==> config.mk <==
export PLATFORM = sky130hd
export DESIGN_NAME = frontend_top
export DESIGN_NICKNAME = d
export VERILOG_FILES = /design/src/logic/frontend_pkg.sv /design/src/logic/frontend_top.sv /design/src/logic/inflight_counter.sv /design/src/logic/fetch_fsm.sv /design/src/logic/fifo.sv
export SDC_FILE = /design/constraint.sdc
export NUM_CORES = 1
export LEC_CHECK = 0
export BUFFER_PORTS_ARGS = -buffer_cell sky130_fd_sc_hd__buf_2
export CAP_MARGIN = 20
export CORE_ASPECT_RATIO = 1.75
export CORE_MARGIN = 2
export CORE_UTILIZATION = 25
export DETAILED_ROUTE_END_ITERATION = 10
export SETUP_SLACK_MARGIN = 0.3
export SLEW_MARGIN = 20
export SYNTH_ARGS = -nofsm -noshare
export SYNTH_HDL_FRONTEND = slang
export SYNTH_SLANG_ARGS = --single-unit
==> constraint.sdc <==
create_clock -name clk -period 12.28 [get_ports clk]
set_input_delay 3.684 -clock clk [delete_from_list [all_inputs] [get_ports clk]]
set_output_delay 3.684 -clock clk [all_outputs]
set_load 0.1 [all_outputs]
==> src/logic/frontend_pkg.sv <==
// fetch front end widths, queue depth, reset address, payload structs and FSM states
package frontend_pkg;

    // address and instruction words
    typedef logic [31:0] addr_t;
    typedef logic [31:0] instr_t;

    // request and slot counts, 0 to QUEUE_DEPTH
    typedef logic [3:0] cnt_t;

    // entries per FIFO, also the request credit limit
    localparam int unsigned QUEUE_DEPTH = 8;

    localparam addr_t RESET_PC = 32'h0000_1000;
    localparam addr_t PC_STEP  = 32'd4;

    // one-cycle redirect strobe with its target
    typedef struct packed {
        logic  valid;
        addr_t target;
    } redirect_t;

    // what decode receives
    typedef struct packed {
        addr_t  pc;
        instr_t instr;
    } fetch_packet_t;

    // IDLE only for the cycle after reset
    // DRAIN waits for the responses of a flushed stream
    typedef enum logic [1:0] {
        IDLE,
        FETCH,
        DRAIN
    } fetch_state_t;

endpackage
==> src/logic/frontend_top.sv <==
// fetch front end top: FSM, credit counter, address queue and packet queue
`timescale 1ns/1ps

module frontend_top import frontend_pkg::*; (
    input  logic          clk,
    input  logic          rst_n,
    input  redirect_t     redirect,
    output logic          req_valid,
    input  logic          req_ready,
    output addr_t         req_pc,
    input  logic          rsp_valid,
    input  instr_t        rsp_instr,
    output logic          out_valid,
    input  logic          out_ready,
    output fetch_packet_t out_packet
);

    logic  req_fire;
    logic  pop_fire;
    logic  credit_ok;
    cnt_t  outstanding;
    logic  rsp_keep;
    // address of the oldest kept request
    addr_t head_pc;

    assign req_fire = req_valid && req_ready;
    assign pop_fire = out_valid && out_ready;

    fetch_fsm u_fsm (
        .clk         (clk),
        .rst_n       (rst_n),
        .redirect    (redirect),
        .req_valid   (req_valid),
        .req_ready   (req_ready),
        .req_pc      (req_pc),
        .rsp_valid   (rsp_valid),
        .credit_ok   (credit_ok),
        .outstanding (outstanding),
        .rsp_keep    (rsp_keep)
    );

    inflight_counter u_counter (
        .clk            (clk),
        .rst_n          (rst_n),
        .req_fire       (req_fire),
        .rsp_valid      (rsp_valid),
        .pop_fire       (pop_fire),
        .redirect_valid (redirect.valid),
        .outstanding    (outstanding),
        .credit_ok      (credit_ok)
    );

    // credit keeps both queues from filling, so their ready is not needed
    fifo #(
        .T      (addr_t),
        .DEPTH  (QUEUE_DEPTH),
        .BYPASS (1'b1)
    ) addr_queue (
        .clk       (clk),
        .rst_n     (rst_n),
        .flush     (redirect.valid),
        .in_valid  (req_fire),
        .in_ready  (),
        .in_data   (req_pc),
        .out_valid (),
        .out_ready (rsp_keep),
        .out_data  (head_pc)
    );

    fifo #(
        .T      (fetch_packet_t),
        .DEPTH  (QUEUE_DEPTH),
        .BYPASS (1'b1)
    ) packet_queue (
        .clk       (clk),
        .rst_n     (rst_n),
        .flush     (redirect.valid),
        .in_valid  (rsp_keep),
        .in_ready  (),
        .in_data   ({head_pc, rsp_instr}),
        .out_valid (out_valid),
        .out_ready (out_ready),
        .out_data  (out_packet)
    );

endmodule

==> src/logic/inflight_counter.sv <==
// outstanding request count, reserved queue slots and request credit
`timescale 1ns/1ps

module inflight_counter import frontend_pkg::*; (
    input  logic clk,
    input  logic rst_n,
    input  logic req_fire,
    input  logic rsp_valid,
    input  logic pop_fire,
    input  logic redirect_valid,
    output cnt_t outstanding,
    output logic credit_ok
);

    cnt_t outstanding_q;
    cnt_t outstanding_n;
    cnt_t reserved;
    cnt_t reserved_n;

    // responses of a flushed stream still to come
    cnt_t drop_q;
    cnt_t drop_n;
    logic drop_fire;

    assign drop_fire     = rsp_valid && (drop_q != '0);
    assign outstanding_n = outstanding_q + cnt_t'(req_fire) - cnt_t'(rsp_valid);

    always_comb begin
        reserved_n = reserved + cnt_t'(req_fire) - cnt_t'(pop_fire) - cnt_t'(drop_fire);
        drop_n     = drop_q - cnt_t'(drop_fire);
        // packet queue is flushed, only the old responses keep their slots
        if (redirect_valid) begin
            reserved_n = outstanding_n;
            drop_n     = outstanding_n;
        end
    end

    always_ff @(posedge clk) begin
        if (!rst_n) begin
            outstanding_q <= '0;
            reserved      <= '0;
            drop_q        <= '0;
        end else begin
            outstanding_q <= outstanding_n;
            reserved      <= reserved_n;
            drop_q        <= drop_n;
        end
    end

    assign outstanding = outstanding_q;
    assign credit_ok   = reserved < cnt_t'(QUEUE_DEPTH);

endmodule

==> src/logic/fetch_fsm.sv <==
// fetch FSM: fetch address, request issue and response filtering around redirects
`timescale 1ns/1ps

module fetch_fsm import frontend_pkg::*; (
    input  logic      clk,
    input  logic      rst_n,
    input  redirect_t redirect,
    output logic      req_valid,
    input  logic      req_ready,
    output addr_t     req_pc,
    input  logic      rsp_valid,
    input  logic      credit_ok,
    input  cnt_t      outstanding,
    output logic      rsp_keep
);

    fetch_state_t state_q;
    fetch_state_t state_n;
    addr_t        pc_q;
    addr_t        pc_n;

    logic         req_fire;
    // requests still in flight once this cycle's response is counted
    cnt_t         remaining;

    // credit only falls after a transfer, so a waiting request stays up
    assign req_valid = (state_q == FETCH) && credit_ok && !redirect.valid;
    assign req_fire  = req_valid && req_ready;
    assign req_pc    = pc_q;

    // a response in the redirect cycle belongs to the old stream
    assign rsp_keep  = rsp_valid && (state_q == FETCH) && !redirect.valid;

    assign remaining = outstanding - cnt_t'(rsp_valid);

    always_comb begin
        state_n = state_q;
        pc_n    = pc_q;
        if (redirect.valid) begin
            pc_n    = redirect.target;
            state_n = (remaining != '0) ? DRAIN : FETCH;
        end else begin
            case (state_q)
                IDLE: begin
                    state_n = FETCH;
                end
                FETCH: begin
                    if (req_fire) begin
                        pc_n = pc_q + PC_STEP;
                    end
                end
                DRAIN: begin
                    // old responses all back
                    if (remaining == '0) begin
                        state_n = FETCH;
                    end
                end
                default: begin
                    state_n = IDLE;
                end
            endcase
        end
    end

    always_ff @(posedge clk) begin
        if (!rst_n) begin
            state_q <= IDLE;
            pc_q    <= RESET_PC;
        end else begin
            state_q <= state_n;
            pc_q    <= pc_n;
        end
    end

endmodule

==> src/logic/fifo.sv <==
// generic FIFO with registered handshake, optional empty bypass and flush
`timescale 1ns/1ps

module fifo #(
    parameter type         T      = logic [31:0],
    parameter int unsigned DEPTH  = 8,
    parameter bit          BYPASS = 1'b1
) (
    input  logic clk,
    input  logic rst_n,
    input  logic flush,
    input  logic in_valid,
    output logic in_ready,
    input  T     in_data,
    output logic out_valid,
    input  logic out_ready,
    output T     out_data
);

    typedef logic [$clog2(DEPTH)-1:0]   ptr_t;
    typedef logic [$clog2(DEPTH+1)-1:0] count_t;

    logic   push;
    logic   pop;

    ptr_t   wptr_q;
    ptr_t   wptr_n;
    ptr_t   rptr_q;
    ptr_t   rptr_n;
    count_t cnt_q;
    count_t cnt_n;

    logic   ready_q;
    logic   valid_q;
    // set while empty, output then follows the input
    logic   empty_q;

    T       mem [DEPTH];
    T       head_n;
    T       head_q;
    logic   head_from_input;

    // a push in the flush cycle is lost
    assign push = in_valid && ready_q && !flush;
    assign pop  = out_valid && out_ready;

    always_comb begin
        wptr_n = wptr_q;
        rptr_n = rptr_q;
        if (push) begin
            wptr_n = (wptr_q == ptr_t'(DEPTH - 1)) ? '0 : wptr_q + 1'b1;
        end
        if (pop) begin
            rptr_n = (rptr_q == ptr_t'(DEPTH - 1)) ? '0 : rptr_q + 1'b1;
        end
        if (flush) begin
            wptr_n = '0;
            rptr_n = '0;
        end
    end

    assign cnt_n = flush ? '0 : cnt_q + count_t'(push) - count_t'(pop);

    always_ff @(posedge clk) begin
        if (!rst_n) begin
            wptr_q  <= '0;
            rptr_q  <= '0;
            cnt_q   <= '0;
            ready_q <= 1'b0;
            valid_q <= 1'b0;
            empty_q <= 1'b0;
        end else begin
            wptr_q  <= wptr_n;
            rptr_q  <= rptr_n;
            cnt_q   <= cnt_n;
            ready_q <= cnt_n < DEPTH;
            valid_q <= cnt_n != '0;
            empty_q <= BYPASS && (cnt_n == '0);
        end
    end

    // storage
    always_ff @(posedge clk) begin
        if (push) begin
            mem[wptr_q] <= in_data;
        end
    end

    // next head is the incoming word when nothing else stays behind
    assign head_from_input = push && (cnt_q == count_t'(pop));
    assign head_n          = head_from_input ? in_data : mem[rptr_n];

    always_ff @(posedge clk) begin
        head_q <= head_n;
    end

    assign in_ready  = ready_q;
    assign out_valid = empty_q ? (in_valid && !flush) : valid_q;
    assign out_data  = empty_q ? in_data : head_q;

endmodule

==> results, run 1 <==
- Entering global routing, the biggest net connects 84 pins.
- In this run the cell area of the synthesized design comes to 37800 µm².
- At the worst endpoint, the required time is 8.60 ns.
- IR analysis of the VDD net gives a maximum drop of 0.1191 mV.
- Summed over all layers, the global routing overflow is 0.
- In the post-synthesis netlist, the biggest area contributors are sky130_fd_sc_hd__edfxtp_1 61%, sky130_fd_sc_hd__dfxtp_1 8.9%, sky130_fd_sc_hd__nand2_1 3.9%.
- The area growth from synthesis to layout is 17.03%.
- The global-route total usage across every layer is 13.44%.
- The final weighted congestion in routability-driven placement is 0.7737.
- In this run the number of H-tree levels came out at 3.
- For this design the ratio of total power to cell area is 165.2 nW/µm².
- The width of the chip is 297.9 µm.
- Of all nets on the critical path, the largest fanout is 8.
- The wire length of the first global-routing pass is 156.4 mm.
- The number of endpoints with negative hold slack in the final report is 0.
- TritonCTS created 92 clock buffers.
- The synthesized design contains 768 enable-type register cells.
- Gates resized during post-CTS repair numbered 0.
- The count of vias placed by the detailed router is 24360.
- The number of post-CTS setup repair buffers is 0.
- The met3 track demand over resource in global routing is 2.207%.
- The count of hold-fix buffers inserted at cts is 0.
- Counting I/O delays and the setup requirement, the final critical path takes 8.735 ns.
- The clock-pin slew on the worst setup and hold paths is 0.07 ns.
- The wire length per cell after detailed routing is 21.14 µm.
- Static timing analysis puts the maximum clock frequency at 0.1145 GHz.
- For this configuration, the core starts out at a cell density of 25.19%.
- The count of distinct cell types in the synthesized netlist is 71.
- Measured against its own limit, the worst slew margin works out to 22.36%.
- The count of maximum capacitance violations is 0.
- The count of buffers inserted at the top-level ports is 167.
- Global routing consumed, on the met2 layer, 24.05% of the routing resources.
- The wire length reported by the detailed router is 106.5 mm.
- The final setup violation count is 0.
- The ratio of cells with drive above 1 in the final layout is 15.52%.
- The synthesized netlist net count is 2927.
- The peak-usage layer in the global routing report is met2.
- In the synthesized netlist, the number of instances is 2822.
- The final layout contains 3066 nets.
- The sum of negative setup slack is 0 ns.
- The floorplan die area is 154500 µm².
- The worst hold path class is reg -> reg.
- For this block, the initial DRC count from the detailed router was 1791.
- The CTS tree is done.
- The share of synthesized registers carrying an async set or reset is 0%.
- The overall die height is 518.4 µm.
- The total number of yosys warnings is 0.
- In this run the static leakage power is 15.03 nW.
- The type of the worst setup path is in -> out.
- Setup repair after global routing left no endpoint under its margin.
- The final worst-path cycle share is 71.13%.
- The area of combinational cells with multiple inputs is 10500 µm².
- Global routing used 15.93% of the available met1 tracks.
- The worst setup path is launched from an input pin.
- In this run the deepest clock path goes through 3 buffers.
- The share of the synthesized area in the top cell type is 61.01%.
- The via count of the first global-routing pass was 24660.
- The register cell area after layout is 26430 µm².
- The number of storage elements in the synthesis netlist is 936.
- For this design the top-level I/O count stands at 168.
- For this run, the leading register cell type out of synthesis is sky130_fd_sc_hd__edfxtp_1.
- The sequential area share after synthesis is 69.91%.
- The library cell with the largest summed area after synthesis is sky130_fd_sc_hd__edfxtp_1.
- The max-slew violation count is 0.
- The layout has 15120 filler cells.
- The worst setup path is captured at an output port.
- The arrival time at the worst endpoint is 5.05 ns.
- Using the TritonRoute via totals, the vias-per-cell ratio works out to 4.837.
- The transition time of the tightest slew-check pin is 1.165 ns.
- The number of iterations in the first detailed-routing pass is 5.
- The clock drives 936 sinks.
- The sum of net half-perimeters after detailed placement is 58.81 mm.
- The mean instance size in the synthesized netlist is 13.40 µm².
- After detailed routing, the number of remaining DRC violations is 0.
- The power consumption is 7.310 mW.
- The run finished with clean final reports.
- The detail route stage leaves a number of antenna-violating nets equal to 0.
- The initial antenna violation count is 2.
- The cell sitting at the root of the clock tree is a sky130_fd_sc_hd__clkbuf_16.
- Across the routed clock network, the largest skew measured is 0.09909 ns.
- The floorplan has 188 rows.
- The clock latency reported for the late side of the worst-skew pair is 0.75 ns.
- After floorplanning, the core was sized to cover 150100 µm².
power breakdown:
part | leakage, nW | internal (mW) | switching [mW]
Clock | 1.52 | 1.63 | 1.27
Combinational | 5.13 | 0.191 | 0.671
Sequential | 8.38 | 3.50 | 0.0439
Total | 15.0 | 5.32 | 1.99
synth_stat cells, types with 3 or more instances:
cell type	instances
sky130_fd_sc_hd__a21o_1	7
sky130_fd_sc_hd__fa_1	5
sky130_fd_sc_hd__nor2_1	104
sky130_fd_sc_hd__a21boi_0	33
sky130_fd_sc_hd__o211ai_1	4
sky130_fd_sc_hd__nor3_1	18
sky130_fd_sc_hd__a221oi_1	34
sky130_fd_sc_hd__a21oi_1	176
sky130_fd_sc_hd__nand2b_1	5
sky130_fd_sc_hd__a32oi_1	63
sky130_fd_sc_hd__a22oi_1	33
sky130_fd_sc_hd__nand2_1	397
sky130_fd_sc_hd__nor4_1	35
sky130_fd_sc_hd__a311oi_1	32
sky130_fd_sc_hd__nand3b_1	4
sky130_fd_sc_hd__a22o_1	64
sky130_fd_sc_hd__ha_1	30
sky130_fd_sc_hd__buf_6	3
sky130_fd_sc_hd__mux2_2	35
sky130_fd_sc_hd__nand4_1	9
sky130_fd_sc_hd__inv_1	64
sky130_fd_sc_hd__edfxtp_1	768
sky130_fd_sc_hd__o21a_1	5
sky130_fd_sc_hd__and2_1	13
sky130_fd_sc_hd__buf_1	27
sky130_fd_sc_hd__dfxtp_1	168
sky130_fd_sc_hd__and3_1	11
sky130_fd_sc_hd__xnor2_1	16
sky130_fd_sc_hd__xor2_1	8
sky130_fd_sc_hd__nand3_1	81
sky130_fd_sc_hd__a211oi_1	68
sky130_fd_sc_hd__clkbuf_1	122
sky130_fd_sc_hd__o21ai_0	45
sky130_fd_sc_hd__buf_2	45
sky130_fd_sc_hd__a31oi_1	75
sky130_fd_sc_hd__o22ai_1	32
sky130_fd_sc_hd__nor3b_1	5
sky130_fd_sc_hd__mux2i_1	135
stage by stage:
| step | area [µm²] | setup WS (ns) | hold slack [ns] | cells | util, % |
|---|---|---|---|---|---|
| floorplan | 37800 | 0.4356 | 0.4976 | 2822 | - |
| global route | 44240 | 3.535 | 0.5629 | 5037 | 29.48 |
| global placement | 41090 | 3.577 | 0.5415 | 4862 | 27.38 |
| detailed placement | 41090 | 3.573 | 0.5435 | 4862 | 27.38 |
| CTS | 44240 | 3.564 | 0.5567 | 5036 | 29.48 |
| finish | 44240 | 3.545 | 0.5582 | 5037 | 29.48 |
cell families (layout without fill, tap and decap cells):
family                   after synthesis  after routing  synth area share, %
AO/OA/AOI/OAI                        689            689                12.60
AND/OR/NAND/NOR                      701            701                8.129
buffers and inverters                266            485                2.873
other                                  0              1                    0
flip-flops                           936            936                69.91
adder cells (fa/ha/maj)               35             35                1.258
XOR/XNOR                              24             24               0.5561
multiplexers                         171            171                4.677
worst max-delay path, stage by stage:
cell                       delay (ns)
sky130_fd_sc_hd__buf_2           0.14
sky130_fd_sc_hd__and4bb_2        0.45
sky130_fd_sc_hd__mux2_2          0.30
sky130_fd_sc_hd__buf_2           0.46
worst paths after layout:
kind,start,endpoint,slack (ns),depth (start not counted)
hold / removal,u_fsm.req_pc[2]$_SDFFE_PN0P_,addr_queue.mem[1][2]$_DFFE_PP_,0.56,0
setup reg to reg,packet_queue.empty_q$_SDFF_PN0_,packet_queue.head_q[59]$_DFF_P_,7.64,11
setup / recovery,redirect[32],out_valid,3.54,4
hold reg to reg,u_fsm.req_pc[2]$_SDFFE_PN0P_,addr_queue.mem[1][2]$_DFFE_PP_,0.56,0
cells in the final DEF (no fill, tap or decap), types with 8 or more instances in the layout:
cell type,netlist,final
sky130_fd_sc_hd__a31oi_1,75,75
sky130_fd_sc_hd__inv_1,64,64
sky130_fd_sc_hd__o22ai_1,32,32
sky130_fd_sc_hd__nor4_1,35,33
sky130_fd_sc_hd__a22oi_1,33,33
sky130_fd_sc_hd__and3_1,11,9
sky130_fd_sc_hd__a21boi_0,33,33
sky130_fd_sc_hd__a311oi_1,32,32
sky130_fd_sc_hd__xor2_1,8,8
sky130_fd_sc_hd__a221oi_1,34,34
sky130_fd_sc_hd__a211oi_1,68,68
sky130_fd_sc_hd__buf_4,2,77
sky130_fd_sc_hd__nand2_1,397,395
sky130_fd_sc_hd__a32oi_1,63,63
sky130_fd_sc_hd__bufinv_16,0,9
sky130_fd_sc_hd__xnor2_1,16,16
sky130_fd_sc_hd__ha_1,30,30
sky130_fd_sc_hd__nor3_2,1,8
sky130_fd_sc_hd__and2_1,13,13
sky130_fd_sc_hd__o21ai_0,45,45
sky130_fd_sc_hd__dfxtp_1,168,165
sky130_fd_sc_hd__buf_2,45,167
sky130_fd_sc_hd__nand3_1,81,79
sky130_fd_sc_hd__nand4_1,9,9
sky130_fd_sc_hd__nor2_1,104,100
sky130_fd_sc_hd__clkinv_2,1,20
sky130_fd_sc_hd__clkbuf_1,122,19
sky130_fd_sc_hd__edfxtp_1,768,768
sky130_fd_sc_hd__mux2_2,35,35
sky130_fd_sc_hd__a21oi_1,176,173
sky130_fd_sc_hd__clkbuf_16,0,92
sky130_fd_sc_hd__nor3_1,18,10
sky130_fd_sc_hd__a22o_1,64,64
sky130_fd_sc_hd__mux2i_1,135,135
sky130_fd_sc_hd__clkinv_1,1,11
sequential cells by signal (all words and copies together) (netlist names), 3 cells and up:
register and count:
packet_queue.mem 512, addr_queue.wptr_q 3, u_counter.reserved 4, addr_queue.head_q 32
u_counter.drop_q 4, packet_queue.head_q 64, u_counter.outstanding 4, addr_queue.cnt_q 4
addr_queue.rptr_q 3, u_fsm.req_pc 32, addr_queue.mem 256, packet_queue.rptr_q 3
packet_queue.cnt_q 4, packet_queue.wptr_q 3
layout make-up:
| type | count | area share, % |
|---|---|---|
| flip-flops and latches | 936 | 59.75 |
| inverters | 67 | 0.5713 |
| diodes | 1 | 0.005657 |
| well taps | 1995 | 5.642 |
| multi-input cells | 1620 | 23.72 |
| clock inverters | 57 | 1.561 |
| repair buffers | 244 | 3.196 |
| clock buffers | 117 | 5.552 |
per-layer routing:
layer  vias up  part of all wire [%]
li1      11090                     -
met1     12360                    41
met2       708                    51
met3       208                   4.9
met4         0                   3.2
met5         -                     0
Power figures use the tool's default switching activity.
==> run 2, diff against run 1 <==
--- a/config.mk
+++ b/config.mk
@@ -5,6 +5,7 @@
 export SDC_FILE = /design/constraint.sdc
 export NUM_CORES = 1
 export LEC_CHECK = 0
+export ABC_AREA = 1
 export BUFFER_PORTS_ARGS = -buffer_cell sky130_fd_sc_hd__buf_2
 export CAP_MARGIN = 20
 export CORE_ASPECT_RATIO = 1.75
==> constraint.sdc (replaced) <==
create_clock -name clk -period 7.14 [get_ports clk]
set_input_delay 2.142 -clock clk [delete_from_list [all_inputs] [get_ports clk]]
set_output_delay 2.142 -clock clk [all_outputs]
set_load 0.1 [all_outputs]
==> run 2 against run 1 <==
The flow now finishes with violations (antenna rules). Die area rose by 12%. Worst hold slack got worse by 0.035 ns. Total power rose by 120%. Synthesized area rose by 12%. Wire length rose by 18%. Sequential cell count did not move. Combinational power rose to 5.5 times the previous value. Critical path depth rose by 1. Cell count rose by 35%.
==> results, run 2 <==
- The commonest non-fill, non-tap cell in the layout is sky130_fd_sc_hd__nand2_1.
- Once the floorplan was initialized, standard cells occupied 25.11% of the core.
- The standard-cell row count is 200.
- The standard cell with the maximum stage delay on the critical path is sky130_fd_sc_hd__a21boi_0.
- Excluding fillers, the count of instances in the completed layout stands at 6809.
- The global-route total usage across every layer is 14.15%.
- Ranked by total cell area, the synthesized netlist is headed by sky130_fd_sc_hd__edfxtp_1 54%, sky130_fd_sc_hd__nand3_1 8.3%, sky130_fd_sc_hd__nand2_1 8.0%.
- The root buffer cell chosen for the clock tree is sky130_fd_sc_hd__clkbuf_16.
- In the synthesized netlist the async set-or-reset flop fraction comes to 0%.
- The depth of the CTS H-tree is 3.
- The maximum number of pins on one net before global-route repair is 145.
- The beginning of the worst register-to-register path is packet_queue.empty_q$_SDFF_PN0_.
- The start point of the worst hold path is packet_queue.wptr_q[0]$_SDFFE_PP0P_.
- For flop-to-flop paths, the worst setup slack is 3.14 ns.
- In this run the worst setup path begins at redirect[32].
- The synthesized instance count is 4417.
- The number of nets in the synthesized netlist is 4522.
- The initial antenna violation count is 7.
- The flow ran to the end, but the final reports show violations.
- 168 I/O pins were placed.
- For the final database, setup skew stands at 0.05067 ns.
- The synthesized netlist occupies a cell area of 42480 µm².
- The peak fanout along the critical path is 4.
- Gates resized during post-CTS repair numbered 0.
- The number of endpoints with negative hold slack in the final report is 0.
- Buffers inserted during clock tree synthesis total 95.
- The arrival time at the worst endpoint is 3.74 ns.
- The most frequently used cell type in the post-synthesis netlist is sky130_fd_sc_hd__nand2_1.
- The upper clock frequency limit is 0.1699 GHz.
- The cell total after placement is 6620.
- The clock-pin slew on the worst setup and hold paths is 0.05 ns.
- The critical path runs through a total of 5 cells.
- Among cell families on the critical path, the largest total delay comes from buffers and inverters.
- The via count of the first global-routing pass is 31160.
- The endpoint class of the critical path is an output port.
- The cell that appears most often on the critical path is sky130_fd_sc_hd__buf_2.
- Hold is met by 0.5230 ns.
- After clock tree synthesis, the setup repair step added 0 buffers.
- The transition time of the tightest slew-check pin is 1.158 ns.
- The first global-routing pass estimated 186.9 mm of wire.
- In this run the worst hold path is classified as reg -> reg.
- Setup repair after global routing left no endpoint under its margin.
- The tool flagged a number of max-cap violations equal to 0.
- The count of buffers inserted at the top-level ports is 167.
- The final reports fail on antenna rules.
- Yosys mapped a number of flops with a built-in enable equal to 768.
- VDD sags by at most 0.2338 mV.
- In the final layout, the registers with the most flip-flops are packet_queue.mem (512), addr_queue.mem (256), packet_queue.head_q (64).
- Summing all multi-input logic gate instances after layout gives 11640 µm².
- The register with the most flip-flops is packet_queue.mem.
- The number of iterations in the first detailed-routing pass is 6.
- Dividing total power by cell area gives a power density of 330.7 nW/µm².
- The number of nets at the end of the flow is 4600.
- The number of clock sinks is 936.
- Traced cell by cell, the critical path runs through buf_2, inv_8, nand3_2, a21boi_0, buf_2.
- The clock passes through at most 3 buffers.
- Dividing the synthesized area by the synthesized cell count gives 9.616 µm².
- The share of the synthesized area in the top cell type is 54.29%.
- The clock latency reported for the late side of the worst-skew pair is 0.71 ns.
- In this design, the stage delay of the slowest critical-path cell is 0.63 ns.
- Dividing the detail-routed wire length by the instance count gives 18.49 µm.
- The leakage power is 20.80 nW.
- The routed design has 125.9 mm of wire.
- The final-layout fill cell count is 17520.
- The congestion estimate from routability-driven global placement came to 0.8266.
- In the final layout, the share of cells above drive strength 1 is 10.14%.
- The worst setup path is of the in -> out kind.
- The wire-length estimate of the detail-placed layout is 69.61 mm.
- In this run, synthesis produced a sequential element count of 936.
- Counting instances, the worst hold path has a depth of 2.
- After layout, the worst path uses 82.42% of the clock period.
- Leaving out fill and tap cells, the most frequent cells in the layout are 907 x sky130_fd_sc_hd__nand2_1, 872 x sky130_fd_sc_hd__inv_1, 768 x sky130_fd_sc_hd__edfxtp_1.
- The worst register-to-register path has a depth of 10.
- The floorplan die area is 173300 µm².
- The library cell with the largest summed area after synthesis is sky130_fd_sc_hd__edfxtp_1.
- After floorplanning, the core was sized to cover 169200 µm².
- By count the netlist is led by 908 x sky130_fd_sc_hd__nand2_1, 872 x sky130_fd_sc_hd__inv_1, 768 x sky130_fd_sc_hd__edfxtp_1.
- The post-route antenna net violation count is 1.
- Summing the sequential cell areas from Yosys gives 62.21% of the chip area.
- Synthesis instantiated 49 different standard cells from the library.
- The reg-to-reg endpoint is packet_queue.head_q[9]$_DFF_P_.
- The total congestion overflow is 0.
- Summing over every cut layer, the via total after detailed routing is 31850.
- The remaining max-slew budget at the tightest pin is 22.80%.
- During synthesis, Yosys emitted a total of 0 warnings.
- The primary flip-flop cell chosen by synthesis mapping is sky130_fd_sc_hd__edfxtp_1.
- The endpoint with the worst hold slack is packet_queue.wptr_q[0]$_SDFFE_PP0P_.
- The shortest clock period the worst path allows after layout is 5.884 ns.
- STA classifies the critical path startpoint as an input pin.
- Using the TritonRoute via totals, the vias-per-cell ratio works out to 4.678.
- Data on the critical path is required at its endpoint by 5.00 ns.
- The width of the chip is 315.6 µm.
- The number of buffers and inverters on the critical path is 3.
- The design area is 49160 µm².
- The DRC violations left is 0.
- The register with the most flip-flops in the layout has 512 of them.
- The count of hold-fix buffers inserted at cts is 0.
- TritonCTS built the clock tree.
- The overall die height is 549.3 µm.
- The starting DRC count in detailed routing is 2914.
- The max-slew violation count is 0.
- Across the whole layout, storage elements account for 26430 µm².
- The final setup violation count is 0.
- The area growth from synthesis to layout is 15.74%.
- In this run the cell area measured after placement is 45920 µm².
[run 2: changes by cell type after synthesis, sizes merged, moves of 136 or more]
cell / delta
a21oi: -151
inv: +811
mux2i: -136
nand2: +515
nand3: +623
nand4: +385
[run 2: layout make-up]
type	count	share of cell area (%)
inverters	878	6.721
diodes	9	0.04581
multi-input cells	2315	23.68
clock buffers	128	5.296
clock inverters	52	1.252
well taps	2222	5.655
flip-flops and latches	936	53.76
repair buffers	269	3.589
[run 2: kinds of logic after synthesis]
| group | Yosys count | share of synthesized area, % |
|---|---|---|
| compound gates | 145 | 2.038 |
| simple gates | 2122 | 23.46 |
| flops | 936 | 62.21 |
| buf+inv | 1166 | 10.90 |
| fa+ha+maj | 35 | 1.119 |
| xor+xnor | 13 | 0.2681 |
[run 2: tightest hold or removal path, stage by stage (launching register included)]
cell and delay [ns]:
sky130_fd_sc_hd__dfxtp_1 0.31, sky130_fd_sc_hd__inv_1 0.08, sky130_fd_sc_hd__a211oi_1 0.08
[run 2: power breakdown]
part	internal [mW]	switching, mW	total (mW)
Sequential	6.22	0.119	6.34
Clock	2.95	2.19	5.14
Combinational	0.855	3.93	4.78
[run 2: worst max-delay path by stage]
stage | to | slack (ns)
after global placement | out_valid | 1.27
after CTS | out_valid | 1.27
final | out_valid | 1.26
after detailed placement | out_valid | 1.27
after global routing | out_valid | 1.18
after floorplan | packet_queue.mem[7][0]$_DFFE_PP_ | -0.60
[run 2: metal layers]
metal  global-route usage [%]  vias to the layer above  wire [µm]
li1                         -                    14950          -
met1                    17.30                    15400      51750
met2                    24.70                     1249      62060
met3                    1.802                      258       7738
met4                    6.368                        0       4351
met5                        0                        -          0
[run 2: through the flow]
stage | worst slack (ns) | setup TNS, ns | power, mW | util (%)
after CTS | 1.274 | 0 | 16.40 | 29.05
after global routing | 1.180 | 0 | 16.92 | 29.05
after global placement | 1.274 | 0 | 11.23 | 27.15
after detailed placement | 1.275 | 0 | 11.28 | 27.15
final | 1.256 | 0 | 16.26 | 29.06
after floorplan | -0.6007 | -115.31 | 10.04 | -
